===== config.mk =====
export PLATFORM = sky130hd
export DESIGN_NAME = hdmi_tx_top
export DESIGN_NICKNAME = d
export VERILOG_FILES = /design/src/source/hdmi_pkg.sv /design/src/source/hdmi_tx_top.sv /design/src/source/tmds_serializer.sv /design/src/source/tmds_encoder.sv /design/src/source/ramp_pattern.sv /design/src/source/video_timing.sv
export VERILOG_INCLUDE_DIRS = /design/src /design/src/source
export SDC_FILE = /design/constraint.sdc
export NUM_CORES = 1
export LEC_CHECK = 0
export BUFFER_PORTS_ARGS = -buffer_cell sky130_fd_sc_hd__buf_4
export CAP_MARGIN = 15
export CORE_AREA = 5 5 178 180
export DETAILED_ROUTE_END_ITERATION = 10
export DIE_AREA = 0 0 183 185
export SETUP_SLACK_MARGIN = 0.5
export SLEW_MARGIN = 10
export SYNTH_ARGS = -nofsm -noshare
export SYNTH_HDL_FRONTEND = slang
export SYNTH_SLANG_ARGS = --single-unit

===== constraint.sdc =====
create_clock -name clk50m_bufg -period 9.59 [get_ports clk50m_bufg]
set_input_delay 0.4795 -clock clk50m_bufg [delete_from_list [all_inputs] [get_ports clk50m_bufg]]
set_output_delay 0.4795 -clock clk50m_bufg [all_outputs]
set_load 0.05 [all_outputs]

===== src/source/hdmi_cfg.svh =====
`ifndef HDMI_CFG_SVH
`define HDMI_CFG_SVH

// horizontal geometry in pixels, 25 per line
`define H_ACTIVE 16
`define H_FRONT 2
`define H_SYNC 4
`define H_BACK 3

// vertical geometry in lines, 8 per frame
`define V_ACTIVE 4
`define V_FRONT 1
`define V_SYNC 2
`define V_BACK 1

// width of both raster counters
`define CNT_W 11

// 1 gives active-low hsync and vsync
`define SYNC_NEG 0

// column ramp wraps at this value
`define RAMP_MOD 255

// bits per tmds symbol
`define SYM_W 10

`endif

===== src/source/hdmi_pkg.sv =====
`include "hdmi_cfg.svh"

package hdmi_pkg;

  //////////////////////////////////////////////////
  // raster timing
  //////////////////////////////////////////////////

  // raw counter state and decoded blank/sync
  typedef struct packed {
    logic [`CNT_W-1:0] hcount;
    logic [`CNT_W-1:0] vcount;
    logic              hblnk;
    logic              vblnk;
    logic              hsync;
    logic              vsync;
  } raster_t;

  // sync after polarity, plus data enable
  typedef struct packed {
    logic hsync;
    logic vsync;
    logic de;
  } video_ctrl_t;

  //////////////////////////////////////////////////
  // pixel and link payloads
  //////////////////////////////////////////////////

  typedef struct packed {
    logic [7:0] red;
    logic [7:0] green;
    logic [7:0] blue;
  } pixel_t;

  typedef logic [`SYM_W-1:0] tmds_sym_t;

  // ch0 blue, ch1 green, ch2 red
  typedef struct packed {
    tmds_sym_t ch2;
    tmds_sym_t ch1;
    tmds_sym_t ch0;
  } tmds_link_t;

endpackage


===== src/source/hdmi_tx_top.sv =====
`timescale 1ns/100ps

module hdmi_tx_top (
  input  logic       clk50m_bufg,
  input  logic       serdes_rst,
  output logic [3:0] tmds
);

  import hdmi_pkg::*;

  logic        pixel_tick;
  raster_t     raster;
  pixel_t      pixel;
  video_ctrl_t ctrl;
  tmds_link_t  link;

  //////////////////////////////////////////////////
  // timing and pattern
  //////////////////////////////////////////////////

  video_timing video_timing_i (
    .clk50m_bufg (clk50m_bufg),
    .serdes_rst  (serdes_rst),
    .pixel_tick  (pixel_tick),
    .raster      (raster)
  );

  ramp_pattern ramp_pattern_i (
    .clk50m_bufg (clk50m_bufg),
    .serdes_rst  (serdes_rst),
    .pixel_tick  (pixel_tick),
    .raster      (raster),
    .pixel       (pixel),
    .ctrl        (ctrl)
  );

  //////////////////////////////////////////////////
  // encoders, sync rides on blue only
  //////////////////////////////////////////////////

  tmds_encoder tmds_encoder_ch0 (
    .clk50m_bufg (clk50m_bufg),
    .serdes_rst  (serdes_rst),
    .pixel_tick  (pixel_tick),
    .data        (pixel.blue),
    .ctl         ({ctrl.vsync, ctrl.hsync}),
    .de          (ctrl.de),
    .sym         (link.ch0)
  );

  tmds_encoder tmds_encoder_ch1 (
    .clk50m_bufg (clk50m_bufg),
    .serdes_rst  (serdes_rst),
    .pixel_tick  (pixel_tick),
    .data        (pixel.green),
    .ctl         (2'b00),
    .de          (ctrl.de),
    .sym         (link.ch1)
  );

  tmds_encoder tmds_encoder_ch2 (
    .clk50m_bufg (clk50m_bufg),
    .serdes_rst  (serdes_rst),
    .pixel_tick  (pixel_tick),
    .data        (pixel.red),
    .ctl         (2'b00),
    .de          (ctrl.de),
    .sym         (link.ch2)
  );

  // serializer also paces everything above
  tmds_serializer tmds_serializer_i (
    .clk50m_bufg (clk50m_bufg),
    .serdes_rst  (serdes_rst),
    .link        (link),
    .pixel_tick  (pixel_tick),
    .tmds        (tmds)
  );

endmodule


===== src/source/tmds_serializer.sv =====
`timescale 1ns/100ps
`include "hdmi_cfg.svh"

module tmds_serializer (
  input  logic                 clk50m_bufg,
  input  logic                 serdes_rst,
  input  hdmi_pkg::tmds_link_t link,
  output logic                 pixel_tick,
  output logic [3:0]           tmds
);

  import hdmi_pkg::*;

  // clock lane, five ones then five zeros, lsb first
  localparam tmds_sym_t CLK_WORD = `SYM_W'(10'b0000011111);

  // last bit slot of a symbol
  localparam logic [3:0] BIT_LAST = 4'(`SYM_W - 1);

  logic [3:0]      bit_cnt;
  tmds_sym_t [3:0] shreg;

  //////////////////////////////////////////////////
  // bit counter and pixel tick
  //////////////////////////////////////////////////

  always_ff @(posedge clk50m_bufg or posedge serdes_rst) begin
    if (serdes_rst) begin
      bit_cnt <= '0;
    end else if (bit_cnt == BIT_LAST) begin
      bit_cnt <= '0;
    end else begin
      bit_cnt <= bit_cnt + 1'b1;
    end
  end

  // one cycle in ten, while the last bit is on the wire
  assign pixel_tick = (bit_cnt == BIT_LAST);

  //////////////////////////////////////////////////
  // shift registers
  //////////////////////////////////////////////////

  // lane 3 is the clock, lanes 2..0 carry red, green, blue
  always_ff @(posedge clk50m_bufg or posedge serdes_rst) begin
    if (serdes_rst) begin
      shreg <= '0;
    end else if (pixel_tick) begin
      shreg[0] <= link.ch0;
      shreg[1] <= link.ch1;
      shreg[2] <= link.ch2;
      shreg[3] <= CLK_WORD;
    end else begin
      for (int i = 0; i < 4; i++) begin
        shreg[i] <= shreg[i] >> 1;
      end
    end
  end

  // wire bit is the lsb of each lane
  always_comb begin
    for (int i = 0; i < 4; i++) begin
      tmds[i] = shreg[i][0];
    end
  end

endmodule


===== src/source/tmds_encoder.sv =====
`timescale 1ns/100ps
`include "hdmi_cfg.svh"

module tmds_encoder (
  input  logic                clk50m_bufg,
  input  logic                serdes_rst,
  input  logic                pixel_tick,
  input  logic [7:0]          data,
  input  logic [1:0]          ctl,
  input  logic                de,
  output hdmi_pkg::tmds_sym_t sym
);

  import hdmi_pkg::*;

  // blanking symbols, one per control pair
  localparam tmds_sym_t CTL_00 = `SYM_W'(10'b1101010100);
  localparam tmds_sym_t CTL_01 = `SYM_W'(10'b0010101011);
  localparam tmds_sym_t CTL_10 = `SYM_W'(10'b0101010100);
  localparam tmds_sym_t CTL_11 = `SYM_W'(10'b1010101011);

  //////////////////////////////////////////////////
  // stage 1: transition minimizing
  //////////////////////////////////////////////////

  logic [3:0] n1_data;
  logic       use_xnor;
  logic [8:0] qm_d;
  logic [8:0] qm_q;
  logic       de_q;
  logic [1:0] ctl_q;

  assign n1_data = 4'($countones(data));

  // xnor chain when the byte is mostly ones, ties broken by bit 0
  assign use_xnor = (n1_data > 4'd4) || ((n1_data == 4'd4) && !data[0]);

  always_comb begin
    qm_d[0] = data[0];
    for (int i = 1; i < 8; i++) begin
      qm_d[i] = use_xnor ? ~(qm_d[i-1] ^ data[i]) : (qm_d[i-1] ^ data[i]);
    end
    // bit 8 set marks the xor form
    qm_d[8] = ~use_xnor;
  end

  always_ff @(posedge clk50m_bufg or posedge serdes_rst) begin
    if (serdes_rst) begin
      de_q  <= 1'b0;
      ctl_q <= 2'b00;
    end else if (pixel_tick) begin
      de_q  <= de;
      ctl_q <= ctl;
    end
  end

  always_ff @(posedge clk50m_bufg) begin
    if (pixel_tick) begin
      qm_q <= qm_d;
    end
  end

  //////////////////////////////////////////////////
  // stage 2: dc balance
  //////////////////////////////////////////////////

  logic [3:0]        n1_qm;
  logic [3:0]        n0_qm;
  logic signed [4:0] diff;
  logic signed [4:0] disp;
  logic signed [4:0] disp_d;
  logic              balanced;
  logic              invert;
  tmds_sym_t         sym_d;

  assign n1_qm = 4'($countones(qm_q[7:0]));
  assign n0_qm = 4'd8 - n1_qm;

  // ones minus zeros of the payload byte
  assign diff = $signed({1'b0, n1_qm}) - $signed({1'b0, n0_qm});

  // no bias either way, bit 8 alone picks inversion
  assign balanced = (disp == 5'sd0) || (diff == 5'sd0);

  // word leans the same way as the running disparity
  assign invert = ((disp > 5'sd0) && (diff > 5'sd0)) ||
                  ((disp < 5'sd0) && (diff < 5'sd0));

  always_comb begin
    if (!de_q) begin
      // blanking resets the balance
      disp_d = 5'sd0;
      case (ctl_q)
        2'b00:   sym_d = CTL_00;
        2'b01:   sym_d = CTL_01;
        2'b10:   sym_d = CTL_10;
        default: sym_d = CTL_11;
      endcase
    end else if (balanced) begin
      sym_d = {~qm_q[8], qm_q[8], qm_q[8] ? qm_q[7:0] : ~qm_q[7:0]};
      if (qm_q[8]) begin
        disp_d = disp + diff;
      end else begin
        disp_d = disp - diff;
      end
    end else if (invert) begin
      sym_d  = {1'b1, qm_q[8], ~qm_q[7:0]};
      disp_d = disp + (qm_q[8] ? 5'sd2 : 5'sd0) - diff;
    end else begin
      sym_d  = {1'b0, qm_q[8], qm_q[7:0]};
      disp_d = disp - (qm_q[8] ? 5'sd0 : 5'sd2) + diff;
    end
  end

  // reset value matches the idle control word
  always_ff @(posedge clk50m_bufg or posedge serdes_rst) begin
    if (serdes_rst) begin
      disp <= 5'sd0;
      sym  <= CTL_00;
    end else if (pixel_tick) begin
      disp <= disp_d;
      sym  <= sym_d;
    end
  end

endmodule


===== src/source/ramp_pattern.sv =====
`timescale 1ns/100ps
`include "hdmi_cfg.svh"

module ramp_pattern (
  input  logic                  clk50m_bufg,
  input  logic                  serdes_rst,
  input  logic                  pixel_tick,
  input  hdmi_pkg::raster_t     raster,
  output hdmi_pkg::pixel_t      pixel,
  output hdmi_pkg::video_ctrl_t ctrl
);

  import hdmi_pkg::*;

  // sync polarity as a single bit
  localparam logic SYNC_POL = 1'(`SYNC_NEG);

  logic        active;
  logic [23:0] ramp_val;
  pixel_t      pixel_d;
  video_ctrl_t ctrl_d;

  assign active = !raster.hblnk && !raster.vblnk;

  // column ramp, lands in blue only
  assign ramp_val = 24'(raster.hcount % `CNT_W'(`RAMP_MOD));

  // black outside the active area
  assign pixel_d = active ? pixel_t'(ramp_val) : '0;

  assign ctrl_d.hsync = raster.hsync ^ SYNC_POL;
  assign ctrl_d.vsync = raster.vsync ^ SYNC_POL;
  assign ctrl_d.de    = active;

  // control resets to idle sync, de low
  always_ff @(posedge clk50m_bufg or posedge serdes_rst) begin
    if (serdes_rst) begin
      ctrl <= '{hsync: SYNC_POL, vsync: SYNC_POL, de: 1'b0};
    end else if (pixel_tick) begin
      ctrl <= ctrl_d;
    end
  end

  // pixel payload
  always_ff @(posedge clk50m_bufg) begin
    if (pixel_tick) begin
      pixel <= pixel_d;
    end
  end

endmodule


===== src/source/video_timing.sv =====
`timescale 1ns/100ps
`include "hdmi_cfg.svh"

module video_timing (
  input  logic              clk50m_bufg,
  input  logic              serdes_rst,
  input  logic              pixel_tick,
  output hdmi_pkg::raster_t raster
);

  //////////////////////////////////////////////////
  // timing end points
  //////////////////////////////////////////////////

  // last active column, then sync start/end, then last column of the line
  localparam logic [`CNT_W-1:0] TC_HSBLNK = `CNT_W'(`H_ACTIVE - 1);
  localparam logic [`CNT_W-1:0] TC_HSSYNC = `CNT_W'(`H_ACTIVE - 1 + `H_FRONT);
  localparam logic [`CNT_W-1:0] TC_HESYNC =
    `CNT_W'(`H_ACTIVE - 1 + `H_FRONT + `H_SYNC);
  localparam logic [`CNT_W-1:0] TC_HEBLNK =
    `CNT_W'(`H_ACTIVE - 1 + `H_FRONT + `H_SYNC + `H_BACK);

  // same end points for lines
  localparam logic [`CNT_W-1:0] TC_VSBLNK = `CNT_W'(`V_ACTIVE - 1);
  localparam logic [`CNT_W-1:0] TC_VSSYNC = `CNT_W'(`V_ACTIVE - 1 + `V_FRONT);
  localparam logic [`CNT_W-1:0] TC_VESYNC =
    `CNT_W'(`V_ACTIVE - 1 + `V_FRONT + `V_SYNC);
  localparam logic [`CNT_W-1:0] TC_VEBLNK =
    `CNT_W'(`V_ACTIVE - 1 + `V_FRONT + `V_SYNC + `V_BACK);

  logic [`CNT_W-1:0] hcount;
  logic [`CNT_W-1:0] vcount;
  logic              line_end;
  logic              frame_end;

  assign line_end  = (hcount == TC_HEBLNK);
  assign frame_end = (vcount == TC_VEBLNK);

  //////////////////////////////////////////////////
  // counters
  //////////////////////////////////////////////////

  // column advances once per pixel tick
  always_ff @(posedge clk50m_bufg or posedge serdes_rst) begin
    if (serdes_rst) begin
      hcount <= '0;
    end else if (pixel_tick) begin
      if (line_end) begin
        hcount <= '0;
      end else begin
        hcount <= hcount + 1'b1;
      end
    end
  end

  // line steps on the last column of each line
  always_ff @(posedge clk50m_bufg or posedge serdes_rst) begin
    if (serdes_rst) begin
      vcount <= '0;
    end else if (pixel_tick && line_end) begin
      if (frame_end) begin
        vcount <= '0;
      end else begin
        vcount <= vcount + 1'b1;
      end
    end
  end

  //////////////////////////////////////////////////
  // decode
  //////////////////////////////////////////////////

  assign raster.hcount = hcount;
  assign raster.vcount = vcount;

  // blank once past the last active column or line
  assign raster.hblnk = (hcount > TC_HSBLNK);
  assign raster.vblnk = (vcount > TC_VSBLNK);

  // sync window runs from just after the sync start point up to its end
  // point, so hsync covers columns 18..21 and vsync lines 5..6
  assign raster.hsync = (hcount > TC_HSSYNC) && (hcount <= TC_HESYNC);
  assign raster.vsync = (vcount > TC_VSSYNC) && (vcount <= TC_VESYNC);

endmodule


==> run summary <==
Netlist cell types -> 67
VDD IR-drop max -> 0.117 mV
crit path buf inv count -> 3
final slew viol count -> 0
part of the power in registers -> 51.5%
clock power share -> 47.7%
CP cell instances -> ha_1, fa_1, fa_1, ha_1, inv_1, fa_1, inv_1, ha_1, a32o_1, a22oi_1, inv_1, ha_1, a31oi_1, mux2i_2, xor2_1, a21oi_1, nor2_1
Net Switching -> 303 uW
clock root buffer -> clkbuf_16
CP most frequent cell -> ha_1
worst setup path startpoint -> tmds_encoder_ch0.qm_q[6]
Rows -> 64
Area contributors post-synth -> dfrtp_1 24%, edfxtp_1 15%, ha_1 12%
top cell family by delay on the critical path -> adder cells
Die Wd -> 183 um
Synth top area share -> 23.7%
# hold bufs at CTS -> 0
layout cells sized above 1 -> 7.65%
register bit total from synthesis -> 163
Critical Path RT -> 9.89 ns
core area -> 30,000 um^2
crit path max-delay cell type -> a31oi_1
final wirelength -> 17.7 mm
crit end category -> flip-flop
cell area after synthesis -> 10,300 um^2
clock latency at the later pin of the worst-skew pair -> 0.43 ns
Final period util -> 53.7%
residual DRC count -> 0
# resized after CTS -> 0
number of synthesized flops with an enable pin -> 51
routed via count -> 6,512
Total Neg Setup Slack -> 0 ns
HPWL after detailed placement -> 12.6 mm
final hold slack -> 0.210 ns
# setup viols final -> 0
Internal -> 1.09 mW
clk_skew -> 0.0140 ns
IO buf count -> 5
ANT cells -> 0
fmax -> 194 MHz
CP max FO -> 9
WS Path Type -> reg2reg
Worst R2R Start -> tmds_encoder_ch0.qm_q[6]
ANT nets after route -> 0
static leakage -> 5.18 nW
nets -> 1,134
clock slew at reported path FFs -> 0.07 ns
relative slew slack -> 42.2%
Max Buffers Root-to-Sink -> 2
PwrDens -> 123 nW/um^2
Critical Path Source Type -> flip-flop
Worst R2R Setup Slack -> 4.44 ns
vias per cell -> 4.64
routability cong. -> 0.842
Ys Warns -> 0
dominant synthesized flop cell -> dfrtp_1
critical path depth -> 17
cts bufs inserted -> 17
DR pass1 iterations -> 6
Hold Violations, Final -> 0
largest net degree at the start of global routing -> 76
FF-to-FF path depth -> 17
area growth from synthesis to layout -> 10.2%
postcts setup bufs -> 0
total gr overflow -> 0
Syn Area/Cell -> 10.4 um^2
WL per Instance -> 12.6 um
CP Data Arrival Time -> 5.46 ns
DIE HEIGHT -> 185 um
# H-tree levels -> 4
Max-cap violations -> 0
first-pass GRT wire length -> 31.6 mm
HP Class -> in2async
vias in the first global route -> 6,732
async set-reset flop share out of synthesis -> 68.7%
crit path to -> tmds_encoder_ch0.sym[0]
GRT Total Usage -> 11.1%
delay of the slowest cell on the worst path -> 0.53 ns
status -> completed
# clock sinks -> 163
Commonest cells post-synth -> 150 x nand2_1, 99 x ha_1, 97 x dfrtp_1, 94 x inv_1
R2R Path End -> tmds_encoder_ch0.sym[0]
antenna violations before repair -> 0
logic gate share of total power -> 0.8%
Starting Density -> 34.1%
RSZ-0062 raised after global routing -> false
Initial DRC Count -> 390
register area share after synthesis -> 42.5%
Cells after Synth -> 985
minimum period implied by the final worst setup slack -> 5.15 ns
Sw Share -> 21.8%
# IOs -> 6
dominant cell type by area after synthesis -> dfrtp_1
CTS tree -> done
count leader, synth -> nand2_1
Worst-Margin Slew -> 0.863 ns
Die Area -> 33,900 um^2
## layout by cell type, fill, tap and decap left out, types with 12 or more instances in the layout
cell type / n
o21ai_0: 35
o22ai_1: 14
dfstp_2: 15
xor2_1: 39
dfrtp_1: 97
fa_1: 39
a21oi_1: 33
conb_1: 20
edfxtp_1: 51
nor2_1: 62
mux2i_1: 12
ha_1: 99
inv_1: 93
xnor2_1: 62
nand2_1: 150
clkbuf_16: 19
## through the flow
| step | cell area [um^2] | util (%) | setup WS, ns | cells | power, mW |
|---|---|---|---|---|---|
| after floorplan | 10300 | - | 4.84 | 1004 | 0.736 |
| after global placement | 10700 | 35.7 | 4.54 | 1371 | 0.740 |
| after detailed placement | 10700 | 35.7 | 4.41 | 1371 | 0.741 |
| after CTS | 11300 | 37.6 | 4.41 | 1403 | 1.41 |
| after global routing | 11300 | 37.6 | 4.09 | 1403 | 1.44 |
| final | 11300 | 37.6 | 4.44 | 1403 | 1.39 |
## metal layers
| metal | vias up | routed length, um | global-route usage, % |
|---|---|---|---|
| met5 | - | 0 | 0 |
| met4 | 0 | 338 | 4.02 |
| met3 | 26 | 334 | 1.77 |
| met2 | 76 | 8600 | 18.9 |
| met1 | 3102 | 8400 | 14.5 |
| li1 | 3308 | - | - |
## flip-flops by register name, indices dropped and copies added, names as in the netlist, 10 cells and up
name and cells:
tmds_encoder_ch0.sym 10, tmds_encoder_ch2.sym 10, video_timing_i.hcount 11, tmds_encoder_ch1.sym 10, tmds_serializer_i.shreg 31, video_timing_i.vcount 11
ramp_pattern_i.pixel 24
## logic make-up after synthesis
family	after synthesis	synth area share, %
AO/OA/AOI/OAI	150	9.68
XOR/XNOR	102	8.79
adder cells (fa/ha/maj)	138	19.7
buffers and inverters	133	5.20
flip-flops	163	42.5
multiplexers	19	2.10
other	1	0.0366
AND/OR/NAND/NOR	279	12.0
## worst min path at each step
stage                                start                          end  slack (ns)  cells after the start
2_1_floorplan  tmds_serializer_i.shreg[32]  tmds_serializer_i.shreg[31]        0.41                      1
3_3_place_gp   tmds_serializer_i.shreg[34]  tmds_serializer_i.shreg[33]        0.42                      1
3_5_place_dp   tmds_serializer_i.shreg[34]  tmds_serializer_i.shreg[33]        0.42                      1
4_1_cts                         serdes_rst     video_timing_i.vcount[6]        0.24                      2
5_1_grt                         serdes_rst     video_timing_i.vcount[8]        0.28                      2
6_report                        serdes_rst     video_timing_i.vcount[8]        0.21                      2
## cell type report
cell class,instances,area [um^2]
clock buffers,19,475
clock inverters,13,105
fillers,2921,18700
inverters,95,362
multi-input cells,708,5440
flip-flops and latches,163,4350
well taps,396,495
repair buffers,9,67.6
## power by group through the flow
stage	registers [mW]	clock network (mW)	logic [mW]
after floorplan	0.729	0	0.00744
after global placement	0.729	0	0.0115
after detailed placement	0.729	0	0.0117
after CTS	0.715	0.683	0.0117
after global routing	0.715	0.716	0.0138
final	0.715	0.663	0.0109
No activity file was read; power rests on OpenSTA's default activity.
